File: src/rtl/error_consts.svh
`ifndef ERROR_CONSTS_SVH
`define ERROR_CONSTS_SVH

// --------------------
// Error source field widths
// --------------------

// Command engine flags, top field of the report word
`define ERR_CMD_WIDTH 16

// Response engine flags, middle field
`define ERR_RSP_WIDTH 16

// Data path flags, bottom field
`define ERR_DATA_WIDTH 32

// --------------------
// Reset release
// --------------------

// Flops in the rstn release synchronizer, at least two
`define ERR_RSTN_SYNC_STAGES 2

`endif
File: src/rtl/error_pkg.sv
`include "error_consts.svh"

package error_pkg;

	// --------------------
	// Per-source error flags
	// --------------------

	// Command engine, eight named flags over a reserved tail
	typedef struct packed {
		logic [`ERR_CMD_WIDTH-9:0] reserved;
		logic                      tag_overflow;
		logic                      credit_underflow;
		logic                      cmd_fifo_overflow;
		logic                      cmd_fifo_underflow;
		logic                      bad_opcode;
		logic                      bad_address;
		logic                      page_fault;
		logic                      buffer_overrun;
	} cmd_error_t;

	// Response engine
	typedef struct packed {
		logic [`ERR_RSP_WIDTH-9:0] reserved;
		logic                      rsp_fifo_overflow;
		logic                      unexpected_tag;
		logic                      aerror;
		logic                      derror;
		logic                      nlock;
		logic                      nres;
		logic                      fault;
		logic                      failed;
	} rsp_error_t;

	// Data path
	typedef struct packed {
		logic [`ERR_DATA_WIDTH-9:0] reserved;
		logic                       read_parity;
		logic                       write_parity;
		logic                       read_fifo_overflow;
		logic                       write_fifo_overflow;
		logic                       buffer_overrun;
		logic                       misaligned;
		logic                       ecc_single;
		logic                       ecc_double;
	} data_error_t;

	// --------------------
	// Report word and host port
	// --------------------

	// 64 bits, command field at the top, data field at the bottom
	typedef struct packed {
		cmd_error_t  cmd;
		rsp_error_t  rsp;
		data_error_t data;
	} error_word_t;

	typedef struct packed {
		logic [3:0] tag;
	} host_req_t;

	// Echoed tag, word, and whether a report was pending
	typedef struct packed {
		logic [3:0]  tag;
		error_word_t data;
		logic        pending;
	} host_rsp_t;

	// Report FSM states
	typedef enum logic [2:0] {
		ERROR_RESET,
		ERROR_IDLE,
		ERROR_MMIO_REQ,
		ERROR_CLEAR_REQ,
		ERROR_CLEAR_PENDING
	} error_state_t;

endpackage

File: src/rtl/error_subsystem.sv
`timescale 1ns/1ps

module error_subsystem (
	input  logic                   clock,
	input  logic                   rstn,
	input  logic                   enabled,
	input  error_pkg::cmd_error_t  cmd_errors,
	input  error_pkg::rsp_error_t  rsp_errors,
	input  error_pkg::data_error_t data_errors,
	input  logic                   host_req_valid,
	output logic                   host_req_ready,
	input  error_pkg::host_req_t   host_req,
	output logic                   host_rsp_valid,
	input  logic                   host_rsp_ready,
	output error_pkg::host_rsp_t   host_rsp,
	output logic                   error_interrupt
);

	import error_pkg::*;

	// Sticky flags per source
	cmd_error_t  cmd_captured;
	rsp_error_t  rsp_captured;
	data_error_t data_captured;

	// Packed word into control, snapshot back out
	error_word_t external_errors;
	error_word_t report_errors;

	logic report_pending;
	logic report_ack;
	logic clear_errors;

	// --------------------
	// Capture
	// --------------------

	// Each clear mask is the matching field of the snapshot
	error_capture #(.payload_t(cmd_error_t)) i_cmd_capture (
		.clock      (clock),
		.rstn       (rstn),
		.error_in   (cmd_errors),
		.clear      (clear_errors),
		.clear_mask (report_errors.cmd),
		.captured   (cmd_captured)
	);

	error_capture #(.payload_t(rsp_error_t)) i_rsp_capture (
		.clock      (clock),
		.rstn       (rstn),
		.error_in   (rsp_errors),
		.clear      (clear_errors),
		.clear_mask (report_errors.rsp),
		.captured   (rsp_captured)
	);

	error_capture #(.payload_t(data_error_t)) i_data_capture (
		.clock      (clock),
		.rstn       (rstn),
		.error_in   (data_errors),
		.clear      (clear_errors),
		.clear_mask (report_errors.data),
		.captured   (data_captured)
	);

	// Command on top, data at the bottom
	assign external_errors = '{cmd: cmd_captured, rsp: rsp_captured, data: data_captured};

	// --------------------
	// Control and host port
	// --------------------

	error_control i_error_control (
		.clock           (clock),
		.rstn            (rstn),
		.enabled         (enabled),
		.external_errors (external_errors),
		.report_ack      (report_ack),
		.report_errors   (report_errors),
		.report_pending  (report_pending),
		.clear_errors    (clear_errors)
	);

	error_report_mmio i_error_report_mmio (
		.clock           (clock),
		.rstn            (rstn),
		.host_req_valid  (host_req_valid),
		.host_req_ready  (host_req_ready),
		.host_req        (host_req),
		.host_rsp_valid  (host_rsp_valid),
		.host_rsp_ready  (host_rsp_ready),
		.host_rsp        (host_rsp),
		.report_errors   (report_errors),
		.report_pending  (report_pending),
		.report_ack      (report_ack),
		.error_interrupt (error_interrupt)
	);

endmodule

File: src/rtl/error_report_mmio.sv
`timescale 1ns/1ps

module error_report_mmio (
	input  logic                   clock,
	input  logic                   rstn,
	input  logic                   host_req_valid,
	output logic                   host_req_ready,
	input  error_pkg::host_req_t   host_req,
	output logic                   host_rsp_valid,
	input  logic                   host_rsp_ready,
	output error_pkg::host_rsp_t   host_rsp,
	input  error_pkg::error_word_t report_errors,
	input  logic                   report_pending,
	output logic                   report_ack,
	output logic                   error_interrupt
);

	import error_pkg::*;

	// Handshake events
	logic req_accept;
	logic rsp_accept;

	// Response built from the accepted request
	host_rsp_t rsp_next;

	// --------------------
	// Handshakes
	// --------------------

	// One response register, no new request while it is held
	assign host_req_ready = !host_rsp_valid;
	assign req_accept     = host_req_valid && host_req_ready;
	assign rsp_accept     = host_rsp_valid && host_rsp_ready;

	// Snapshot only when a report is pending, zero otherwise
	always_comb begin
		rsp_next.tag = host_req.tag;
		if (report_pending) begin
			rsp_next.data    = report_errors;
			rsp_next.pending = 1'b1;
		end else begin
			rsp_next.data    = '0;
			rsp_next.pending = 1'b0;
		end
	end

	// --------------------
	// Response register
	// --------------------

	always_ff @(posedge clock or negedge rstn) begin
		if (!rstn) begin
			host_rsp_valid <= 1'b0;
		end else if (req_accept) begin
			host_rsp_valid <= 1'b1;
		end else if (rsp_accept) begin
			host_rsp_valid <= 1'b0;
		end
	end

	// Loaded on accept only, stable while stalled
	always_ff @(posedge clock) begin
		if (req_accept) begin
			host_rsp <= rsp_next;
		end
	end

	// --------------------
	// Control side
	// --------------------

	// Ack on handover of a pending report only
	assign report_ack = rsp_accept && host_rsp.pending;

	always_ff @(posedge clock or negedge rstn) begin
		if (!rstn) begin
			error_interrupt <= 1'b0;
		end else begin
			error_interrupt <= report_pending;
		end
	end

endmodule

File: src/rtl/error_control.sv
`timescale 1ns/1ps

`include "error_consts.svh"

module error_control (
	input  logic                   clock,
	input  logic                   rstn,
	input  logic                   enabled,
	input  error_pkg::error_word_t external_errors,
	input  logic                   report_ack,
	output error_pkg::error_word_t report_errors,
	output logic                   report_pending,
	output logic                   clear_errors
);

	import error_pkg::*;

	// Release synchronizer chain
	logic [`ERR_RSTN_SYNC_STAGES-1:0] rstn_sync;
	logic                             rstn_int;

	// Registered enable
	logic enabled_q;

	// FSM
	error_state_t state;
	error_state_t next_state;

	// Any bit set in the incoming word
	logic error_flag;

	// Ack seen while the FSM was held
	logic ack_held;
	logic ack_seen;

	// --------------------
	// Reset synchronizer
	// --------------------

	// Assert immediately, release after the chain fills
	always_ff @(posedge clock or negedge rstn) begin
		if (!rstn) begin
			rstn_sync <= '0;
		end else begin
			rstn_sync <= {rstn_sync[`ERR_RSTN_SYNC_STAGES-2:0], 1'b1};
		end
	end

	assign rstn_int = rstn_sync[`ERR_RSTN_SYNC_STAGES-1];

	// --------------------
	// Enable register
	// --------------------

	always_ff @(posedge clock or negedge rstn_int) begin
		if (!rstn_int) begin
			enabled_q <= 1'b0;
		end else begin
			enabled_q <= enabled;
		end
	end

	// --------------------
	// Ack latch
	// --------------------

	// Keep an ack that lands while disabled
	always_ff @(posedge clock or negedge rstn_int) begin
		if (!rstn_int) begin
			ack_held <= 1'b0;
		end else if (state != ERROR_MMIO_REQ || enabled_q) begin
			ack_held <= 1'b0;
		end else if (report_ack) begin
			ack_held <= 1'b1;
		end
	end

	assign ack_seen   = report_ack | ack_held;
	assign error_flag = |external_errors;

	// --------------------
	// Report FSM
	// --------------------

	// Advances only while enabled
	always_ff @(posedge clock or negedge rstn_int) begin
		if (!rstn_int) begin
			state <= ERROR_RESET;
		end else if (enabled_q) begin
			state <= next_state;
		end
	end

	always_comb begin
		next_state = state;
		case (state)
			ERROR_RESET: begin
				next_state = ERROR_IDLE;
			end
			// Leave on the first nonzero word
			ERROR_IDLE: begin
				if (error_flag) begin
					next_state = ERROR_MMIO_REQ;
				end
			end
			// Wait for the host read
			ERROR_MMIO_REQ: begin
				if (ack_seen) begin
					next_state = ERROR_CLEAR_REQ;
				end
			end
			ERROR_CLEAR_REQ: begin
				next_state = ERROR_CLEAR_PENDING;
			end
			ERROR_CLEAR_PENDING: begin
				next_state = ERROR_IDLE;
			end
			default: begin
				next_state = ERROR_RESET;
			end
		endcase
	end

	// --------------------
	// Snapshot register
	// --------------------

	// Tracks the word in idle, frozen otherwise
	always_ff @(posedge clock) begin
		if (enabled_q) begin
			case (state)
				ERROR_RESET: report_errors <= '0;
				ERROR_IDLE:  report_errors <= external_errors;
				default:     report_errors <= report_errors;
			endcase
		end
	end

	assign report_pending = (state == ERROR_MMIO_REQ);

	// Single strobe, masked by the snapshot at the captures
	assign clear_errors = enabled_q && (state == ERROR_CLEAR_REQ);

endmodule

File: src/rtl/error_capture.sv
`timescale 1ns/1ps

module error_capture #(
	parameter type payload_t = logic [7:0]
) (
	input  logic     clock,
	input  logic     rstn,
	input  payload_t error_in,
	input  logic     clear,
	input  payload_t clear_mask,
	output payload_t captured
);

	// --------------------
	// Clear selection
	// --------------------

	// Bits removed this cycle, only on the strobe
	payload_t clear_bits;

	// Held bits minus the cleared ones, new flags on top
	payload_t next_captured;

	always_comb begin
		if (clear) begin
			clear_bits = clear_mask;
		end else begin
			clear_bits = payload_t'('0);
		end
	end

	// Same-cycle flags survive the clear
	always_comb begin
		next_captured = payload_t'((captured & ~clear_bits) | error_in);
	end

	// --------------------
	// Sticky register
	// --------------------

	always_ff @(posedge clock or negedge rstn) begin
		if (!rstn) begin
			captured <= payload_t'('0);
		end else begin
			captured <= next_captured;
		end
	end

	// Flags stay until the control
	// strobe names them in the mask

endmodule

File: config.mk
export PLATFORM = sky130hd
export DESIGN_NAME = error_subsystem
export DESIGN_NICKNAME = d
export VERILOG_FILES = /design/src/rtl/error_pkg.sv /design/src/rtl/error_subsystem.sv /design/src/rtl/error_report_mmio.sv /design/src/rtl/error_control.sv /design/src/rtl/error_capture.sv
export VERILOG_INCLUDE_DIRS = /design/src /design/src/rtl
export SDC_FILE = /design/constraint.sdc
export NUM_CORES = 1
export LEC_CHECK = 0
export BUFFER_PORTS_ARGS = -buffer_cell sky130_fd_sc_hd__buf_2
export CAP_MARGIN = 20
export CORE_ASPECT_RATIO = 0.9
export CORE_MARGIN = 10
export CORE_UTILIZATION = 45
export DETAILED_ROUTE_END_ITERATION = 12
export GPL_TIMING_DRIVEN = 0
export MAX_ROUTING_LAYER = met4
export PLACE_DENSITY = 0.67
export SYNTH_ARGS = -nofsm -noshare
export SYNTH_HDL_FRONTEND = slang
export SYNTH_SLANG_ARGS = --single-unit
File: constraint.sdc
create_clock -name clock -period 0.8 [get_ports clock]
set_clock_uncertainty 0.15 [all_clocks]
set_input_delay 0.08 -clock clock [delete_from_list [all_inputs] [get_ports clock]]
set_output_delay 0.08 -clock clock [all_outputs]
set_load 0.1 [all_outputs]
; Word level (Yosys, flattened, before mapping)
; Cells that the tools add are included.
[classes]
n_bitwise = 10
muxes = 12
n_eq_ne = 7
n_reduce_logical = 14
[op_table]
columns = cell, count
row1 = 64-bit one-hot mux with 2 select lines, 1
row2 = 64-bit OR reduction, 1
row3 = 16-bit AND, 2
row4 = 32-bit AND, 1
row5 = 16-bit 2-to-1 mux, 2
row6 = 32-bit 2-to-1 mux, 1
row7 = 16-bit inverter, 2
row8 = 32-bit inverter, 1
row9 = 16-bit OR, 2
row10 = 32-bit OR, 1
row11 = 3-bit one-hot mux with 4 select lines, 1
row12 = "3-bit by 2-bit == test with 1-bit output, second input constant", 2
row13 = 3-bit 2-to-1 mux, 2
row14 = 2-bit nonzero test, 3
row15 = 1-bit 2-to-1 mux, 5
row16 = 1-bit logical AND, 4
row17 = "3-bit by 1-bit == test with 1-bit output, second input constant", 1
row18 = "3-bit == test, second input constant", 1
row19 = 3-bit logical NOT, 1
row20 = "3-bit by 2-bit inequality test with 1-bit output, second input constant", 1
row21 = 3-bit AND reduction, 1
row22 = "2-bit by 1-bit inequality test with 1-bit output, second input constant", 1
row23 = "2-bit inequality test, second input constant", 1
row24 = 2-bit AND reduction, 1
row25 = 4 further kinds, 4
[totals]
elab_cells = 132
ff_bits = 206
inputBits = 73
output_inout_bits = 72

; Longest topological paths before layout
; Gate-level depths: netlist (run 1).
[logic_depth]
depth_word = 6
depth_mapped = 6
depth_no_buf = 5

; Modules after synthesis
; Synthesis (run 1) repeated with hierarchy kept, for this count alone.
[hier_totals]
hier_cells = 528
hier_area_um2 = 7831.3
[modules_own_cells]
columns = module, area_per_inst_um2, seq_area_each_um2, cells_per_inst, instances
row1 = error_control, 2755.1, 2097.0, 183, 1
row2 = error_report_mmio, 2657.5, 2122.0, 146, 1
row3 = error_capture (i_cmd_capture ...), 611.8, 400.4, 50, 2
row4 = error_capture (i_data_capture), 1194.9, 800.8, 99, 1

; Worst setup path after synthesis (run 1)
; No wires, ideal clock.
[synth_path]
path_type = register -> register
start = register i_error_control.state[1]
end = register i_error_control.report_errors[0] (netlist name)
path_stages_with_launch = 2
n_path_buf = 0
required_time_ns = 0.072
period_less_slack_ns = 5.859
setup_slack_ns = -5.059
arrival_ns = 5.130
setup_ns = 0.578
path_cell_list = dfrtp_1 > nor3b_1
[synth_between]
elab_chain_len = 3
word_cells_on_any_way = 4
cone_classes = 1 x eq/ne / 3 x reduce/logical
[synth_lines]
columns = element, line
row1 = from (decl), error_control.sv:26  ; error_state_t state;
row2 = from (signal assigned), error_control.sv:90  ; state <= next_state;
row3 = 3-bit by 1-bit == test with 1-bit output / 3-bit logical NOT (equally long branches), error_control.sv:131  ; case (state)
row4 = 2-bit nonzero test (no line) *, --
row5 = 2-bit AND reduction (no line) *, --
; Every way passes the cells marked *; elsewhere a longest branch is shown, timed or not.
; A chain may end at the register's enable or synchronous reset.

; Worst setup path in the final report (run 1)
[layout_path]
start = register i_cmd_capture.captured[11] in the netlist's numbering
end = register i_error_control.state[1]
[layout_between]
elab_chain_len = 3
[layout_lines]
columns = element, line
row1 = from (decl), error_capture.sv:11  ; output payload_t captured
row2 = from (signal assigned), error_capture.sv:43  ; captured <= payload_t'('0);
row3 = from (signal assigned), error_capture.sv:45  ; captured <= next_captured;
row4 = 64-bit OR reduction, error_control.sv:79  ; assign error_flag = |external_errors;
row5 = 2-bit by 1-bit inequality test with 1-bit output (no line), --
row6 = 3-bit AND reduction (no line), --
; No other way between the ends.

==> run_results.csv, run 1 <==
group,metric,value,unit
placed_design,io_buffers,144,
route,wl_met3,1.596,mm
placed_design,dpl.hpwl,12.65,mm
layout,antenna_cells,0,
route,top_layer,"met4",
critical_path,cp.arrival,2.11,ns
synthesis,synth_edf_count,133,
route,dr.pass1.iters,4,
die,die_h,144.3,um
timing,worst_pin_slew,0.5273,ns
synthesis,yosysWarnings,0,
synthesis,async_flop_share,0.3544,
cts,holdBufCountCts,71,
layout,nNetsFinal,921,
cts,cts_made_buffers,22,
layout,drive_gt1_frac,0.5822,
route,vias_per_cell,5.173,
cts,root_buffer,"clkbuf_16",
global_route,grt_pass1_vias,6124,
timing,slew_headroom,0.6485,
synthesis,yosysSeqAreaShare,0.7538,
timing,worst_slack,-1.067,ns
placed_design,gp_congestion,0.8102,
route,drt_iter0_markers,420,
timing,fin_crit,1.867,ns
critical_path,worst-setup-path-type,"reg -> reg",
route,wirelength_met1,9.899,mm
hold_path,holdCritPathClass,"in -> async",
global_route,grt_max_degree,36,
synthesis,synth.most_common_cell,"edfxtp_1",
synthesis,synth_common_cells,"edfxtp_1, and2_1, dfrtp_1",
layout,area_growth,69.70,%
run,maxCapViolCount,0,
route,wl_per_cell,22.44,um
timing,tns,-318.52,ns
route,drc,0,
synthesis,synth_top_area_share,0.5173,
cts,htree_levels,1,
timing,whs,-0.6008,ns
global_route,grt_overflow_total,0,
synthesis,synth.top_cells.by_area,"edfxtp_1, dfrtp_1, and2_1",
route,routed_wl,24.12,mm
layout,post-route-util,0.7783,
timing,rsz0062_at_grt,"true",
power_and_ir_drop,powerDensity,3460,nW/um^2
timing,slew_viol_final,0,
die,initial_utilization,0.4586,
die,top_level_ports,145,
synthesis,synth_cells,528,
synthesis,postSynthAreaPerCell,14.62,sq um
synthesis,syn_nets,601,
power_and_ir_drop,p_leak,5.277,nW
route,vias,5561,
cts,clock-sinks,206,
synthesis,synthFlopType,"edfxtp_1",
synthesis,yosysUniqueCellTypes,27,
power_and_ir_drop,ir_worst_vdd,2.265,mV
critical_path,start_kind,"flip-flop",
run_status,violations,"negative hold slack, negative setup slack",
die,die_area,22800,sq um
synthesis,synth_top_cell_by_area,"edfxtp_1",
critical_path,cp-end-kind,"flip-flop",
global_route,antenna_found_initial,0,
cts,clkTransAtPathRegs,0.06,ns
die,core_area,16830,sq um
global_route,grt_usage,0.2107,
die,die_w,158.1,um
synthesis,synth_seq_cells,206,
synthesis,syn-cell-area,7721,sq um
timing,max_freq,535.5,MHz
critical_path,critical_path.max_fanout,3,
timing,setup_viol,404,
global_route,grt_first_pass_wirelength,35.69,mm
run_status,status,"finished with violations",
die,rows,45,
cts,worstSkewPairLatency,0.50,ns
route,ant_nets,0,
critical_path,cp_data_required_time,1.04,ns
route,wl_met2,11.86,mm
timing,hold_violations,73,
cts,cts_tree,"done",
cts,cts_buffer_depth,3,
timing,period_share,2.334,
## worst max-delay path, stage by stage, from the launching register on
cell,delay (ns)
dfrtp_1,0.42
nor4_4,0.41
nand3_1,0.14
nor4_2,0.33
a21boi_2,0.12
a22o_1,0.19
## repair_timing
item,4_1_cts,5_1_grt
setup endpoints to repair,404,404
buffers inserted,43,11
gates cloned,28,8
hold endpoints to repair,145,73
pin swaps,137,66
gates resized for setup,341,156
## cells in the final DEF, fill, tap and decap left out, types with 2 or more instances in the layout
master         instances
bufinv_16              4
buf_4                 11
nor3b_4                2
nor4_4                 4
a21o_1                64
nand3_1                2
nor2_2                 2
clkbuf_16             43
nand2_2               47
buf_12                21
dfrtp_1               69
buf_6                 88
nor4_1                 7
nand2_1                3
buf_8                 26
clkinv_2               6
dfrtp_4                2
clkbuf_8               3
o21ai_0                2
dfrtp_2                2
and2_4               128
edfxtp_1             133
nand4_1                2
clkinvlp_4             3
dlygate4sd3_1         71
buf_2                 71
nand2_4               18
nor4_2                 6
buf_16                 9
## routing by layer
| metal | GRT usage | vias up |
|---|---|---|
| met3 | 0.04394 | 46 |
| met4 | 0.06576 | 0 |
| met1 | 0.2610 | 2788 |
| met2 | 0.3430 | 217 |
| li1 | - | 2510 |
| met5 | - | - |
## path summary, 6_finish.rpt
kind                                         startpoint                     endpoint  slack [ns]  cells after the start
min in group clock                              enabled    i_error_control.enabled_q        0.09                      2
max in group asynchronous  i_error_control.rstn_sync[1]     i_error_control.state[2]        0.38                      0
max reg2reg                  i_cmd_capture.captured[11]     i_error_control.state[1]       -1.07                      5
max                          i_cmd_capture.captured[11]     i_error_control.state[1]       -1.07                      5
min reg2reg                i_error_control.rstn_sync[1]     i_error_control.ack_held       -0.08                      0
min                                                rstn  i_data_capture.captured[20]       -0.60                      1
## stage by stage
| step | power [mW] | worst slack, ns | cell area [sq um] | instances |
|---|---|---|---|---|
| final | 45.34 | -1.067 | 13100 | 1075 |
| after detailed placement | 25.19 | -1.160 | 9017 | 890 |
| after global placement | 23.85 | -2.849 | 8870 | 883 |
| after floorplan | 22.45 | -1.901 | 7885 | 528 |
| after CTS | 42.93 | -0.9404 | 12690 | 1071 |
| after global routing | 46.87 | -1.127 | 13100 | 1075 |
## cells by family after synthesis
kind of cell,share of synthesized area
compound gates,0.06871
buf+inv,0.01491
flops,0.7538
other cells,0.0004857
simple gates,0.1620
## sequential cells by signal (all words and copies together), names as in the netlist
name	flops
i_cmd_capture.captured	16
i_data_capture.captured	32
i_error_control.ack_held	1
i_error_control.enabled_q	1
i_error_control.report_errors	64
i_error_control.rstn_sync	2
i_error_control.state	3
i_error_report_mmio.error_interrupt	1
i_error_report_mmio.host_rsp	69
i_error_report_mmio.host_rsp_valid	1
i_rsp_capture.captured	16
## power by group
part | internal [mW] | leakage (nW) | total (mW) | switching, mW
combinational | 9.64 | 2.92 | 18.1 | 8.49
clock | 6.83 | 0.393 | 11.1 | 4.26
sequential | 14.5 | 1.96 | 16.1 | 1.64
## final cells by class
class	count	area, sq um
Timing Repair Buffer	299	3288
Multi-Input combinational cell	298	2497
Sequential cell	206	5831
Buffer	18	410.4
Clock buffer	27	620.6
Tap cell	211	264.0
Clock inverter	13	176.4
Inverter	3	15.01
Fill cell	908	3732
No activity file was read; power rests on OpenSTA's default activity.
==> inputs of run 2 (changes only) <==
- CORE_ASPECT_RATIO: 0.9 -> 0.5
- SLEW_MARGIN: unset -> 0
==> run_results.csv, run 2 (synthesized netlist as in run 1, its figures left out) <==
group,metric,value,unit
die,initial_utilization,0.4652,
global_route,grt_max_degree,58,
critical_path,critical_path.max_fanout,3,
timing,max_freq,496.3,MHz
power_and_ir_drop,pwr-share-comb,0.409,
critical_path,cpMaxStageDelayCell,"dfrtp_1",
layout,drive_gt1_frac,0.5129,
global_route,grt_pass1_vias,5797,
critical_path,crit_chain,"nor4_4 -> nand4_1 -> nor4_4 -> a21boi_2 -> a22o_1",
timing,slew_headroom,0.5398,
timing,worst_slack,-1.215,ns
route,dr.pass1.iters,5,
layout,final_common_cell,"edfxtp_1",
placed_design,place_area,9057,sq um
cts,cts_tree,"done",
cts,cts_buffer_depth,3,
cts,cts_made_buffers,19,
critical_path,cp_data_required_time,1.03,ns
timing,tns,-336.55,ns
global_route,grt_overflow_total,0,
run_status,violations,"negative hold slack, negative setup slack",
route,drc,0,
layout,area_growth,64.49,%
power_and_ir_drop,ir_worst_vdd,1.559,mV
power_and_ir_drop,p_switching,13.94,mW
route,wl_per_cell,23.36,um
layout,mostFrequentLayoutCells,"edfxtp_1, and2_4, buf_6",
power_and_ir_drop,clkPwrFrac,0.209,
die,top_level_ports,145,
global_route,grt_first_pass_wirelength,34.22,mm
layout,final_cell_area,12700,sq um
timing,hold_violations,5,
route,vias_per_cell,5.222,
die,die_w,205.2,um
critical_path,start_kind,"flip-flop",
route,drt_iter0_markers,432,
power_and_ir_drop,p_leak,5.033,nW
placed_design,dpl.hpwl,12.92,mm
layout,largest_register_ffs,69,
timing,whs,-0.05428,ns
critical_path,cp-end-kind,"flip-flop",
critical_path,crit_top_cell,"nor4_4",
cts,worstSkewPairLatency,0.50,ns
timing,worst_pin_slew,0.6880,ns
global_route,grt_usage,0.1979,
layout,nNetsFinal,917,
route,routed_wl,25.32,mm
power_and_ir_drop,powerDensity,3312,nW/um^2
cts,root_buffer,"clkbuf_16",
timing,rsz0062_at_grt,"true",
placed_design,io_buffers,144,
timing,fin_crit,2.015,ns
run_status,status,"finished with violations",
route,ant_nets,0,
route,vias,5661,
placed_design,dp_cells,906,
die,rows,33,
die,die_h,112.6,um
timing,period_share,2.519,
critical_path,cp_top_family,"simple AND/OR/NAND/NOR gates",
hold_path,holdCritPathClass,"reg -> async",
layout,regMostFlops,"i_error_report_mmio.host_rsp",
power_and_ir_drop,p_int,28.14,mW
timing,slew_viol_final,0,
layout,finalNonFillerCells,1084,
layout,fill_cells,940,
cts,clkTransAtPathRegs,0.07,ns
critical_path,cp_num_buf_inv,0,
timing,setup_viol,461,
die,core_area,16600,sq um
critical_path,worst-setup-path-type,"reg -> reg",
placed_design,dp_slack,-1.392,ns
run,maxCapViolCount,0,
cts,clock-sinks,206,
power_and_ir_drop,swShare,0.3313,
die,die_area,23120,sq um
power_and_ir_drop,seqPwrFrac,0.381,
critical_path,slowest_delay,0.45,ns
critical_path,cp.arrival,2.25,ns
cts,htree_levels,1,
global_route,antenna_found_initial,1,
placed_design,gp_congestion,0.8212,
layout,top_regs,"i_error_report_mmio.host_rsp (69), i_error_control.report_errors (64), i_data_capture.captured (32)",
==> run 2: changes by cell type in the layout (fill, tap and decap cells not counted), moves of 7 or more <==
cell,before,now
nand2_1,3,17
nand2_4,18,11
and2_1,0,32
nand2_2,47,40
and2_4,128,96
==> run 2: stage by stage <==
| step | util | power, mW |
|---|---|---|
| after global placement | 0.5356 | 23.75 |
| after global routing | 0.7652 | 43.41 |
| after floorplan | - | 22.45 |
| after detailed placement | 0.5457 | 25.18 |
| after CTS | 0.7033 | 38.19 |
| final | 0.7652 | 42.07 |
==> run 2: worst paths after layout <==
kind / startpoint / endpoint / slack, ns / depth (start not counted)
max: i_cmd_capture.captured[8] / i_error_control.state[1] / -1.21 / 5
min: i_error_control.rstn_sync[1] / i_error_control.ack_held / -0.05 / 0
max reg2reg: i_cmd_capture.captured[8] / i_error_control.state[1] / -1.21 / 5
min reg2reg: i_error_control.rstn_sync[1] / i_error_control.ack_held / -0.05 / 0
max in group asynchronous: rstn / i_error_report_mmio.host_rsp_valid / -0.29 / 3
min in group clock: enabled / i_error_control.enabled_q / 0.11 / 2
==> run 2: power groups by stage <==
stage | registers, mW | clock network (mW) | logic [mW]
2_1_floorplan | 18.5 | 0 | 3.91
3_3_place_gp | 15.1 | 0 | 8.67
3_5_place_dp | 15.6 | 0 | 9.60
4_1_cts | 15.5 | 8.87 | 13.8
5_1_grt | 16.2 | 9.34 | 17.8
6_report | 16.0 | 8.81 | 17.2
==> run 2: repair_timing <==
| item | in CTS | in global routing |
|---|---|---|
| buffers inserted | 39 | 18 |
| hold buffers | 72 | 1 |
| hold endpoints to repair | 156 | 73 |
| gates resized for setup | 112 | 390 |
| setup endpoints to repair | 404 | 472 |
| cloned | 22 | 9 |
| pin swaps | 50 | 118 |
==> run 2: area by class of cell <==
cell class              instances  area (sq um)  share of cell area
flip-flops and latches        206          5831              0.4591
plain buffers                  16         321.6             0.02532
clock inverters                 5         48.80            0.003842
clock buffers                  28         529.3             0.04167
diodes                          1         2.502           0.0001970
well taps                     227         284.0             0.02236
inverters                       3         17.52            0.001379
repair buffers                299          3312              0.2608
multi-input cells             299          2355              0.1854
==> run 2: per-layer routing <==
metal | wire (um) | part of all wire | GRT usage | vias up
met3 | 1641 | 0.065 | 0.04879 | 56
li1 | - | - | - | 2505
met1 | 10550 | 0.42 | 0.2418 | 2874
met4 | 609 | 0.024 | 0.05258 | 0
met2 | 12520 | 0.49 | 0.3237 | 226
met5 | 0 | 0 | - | -
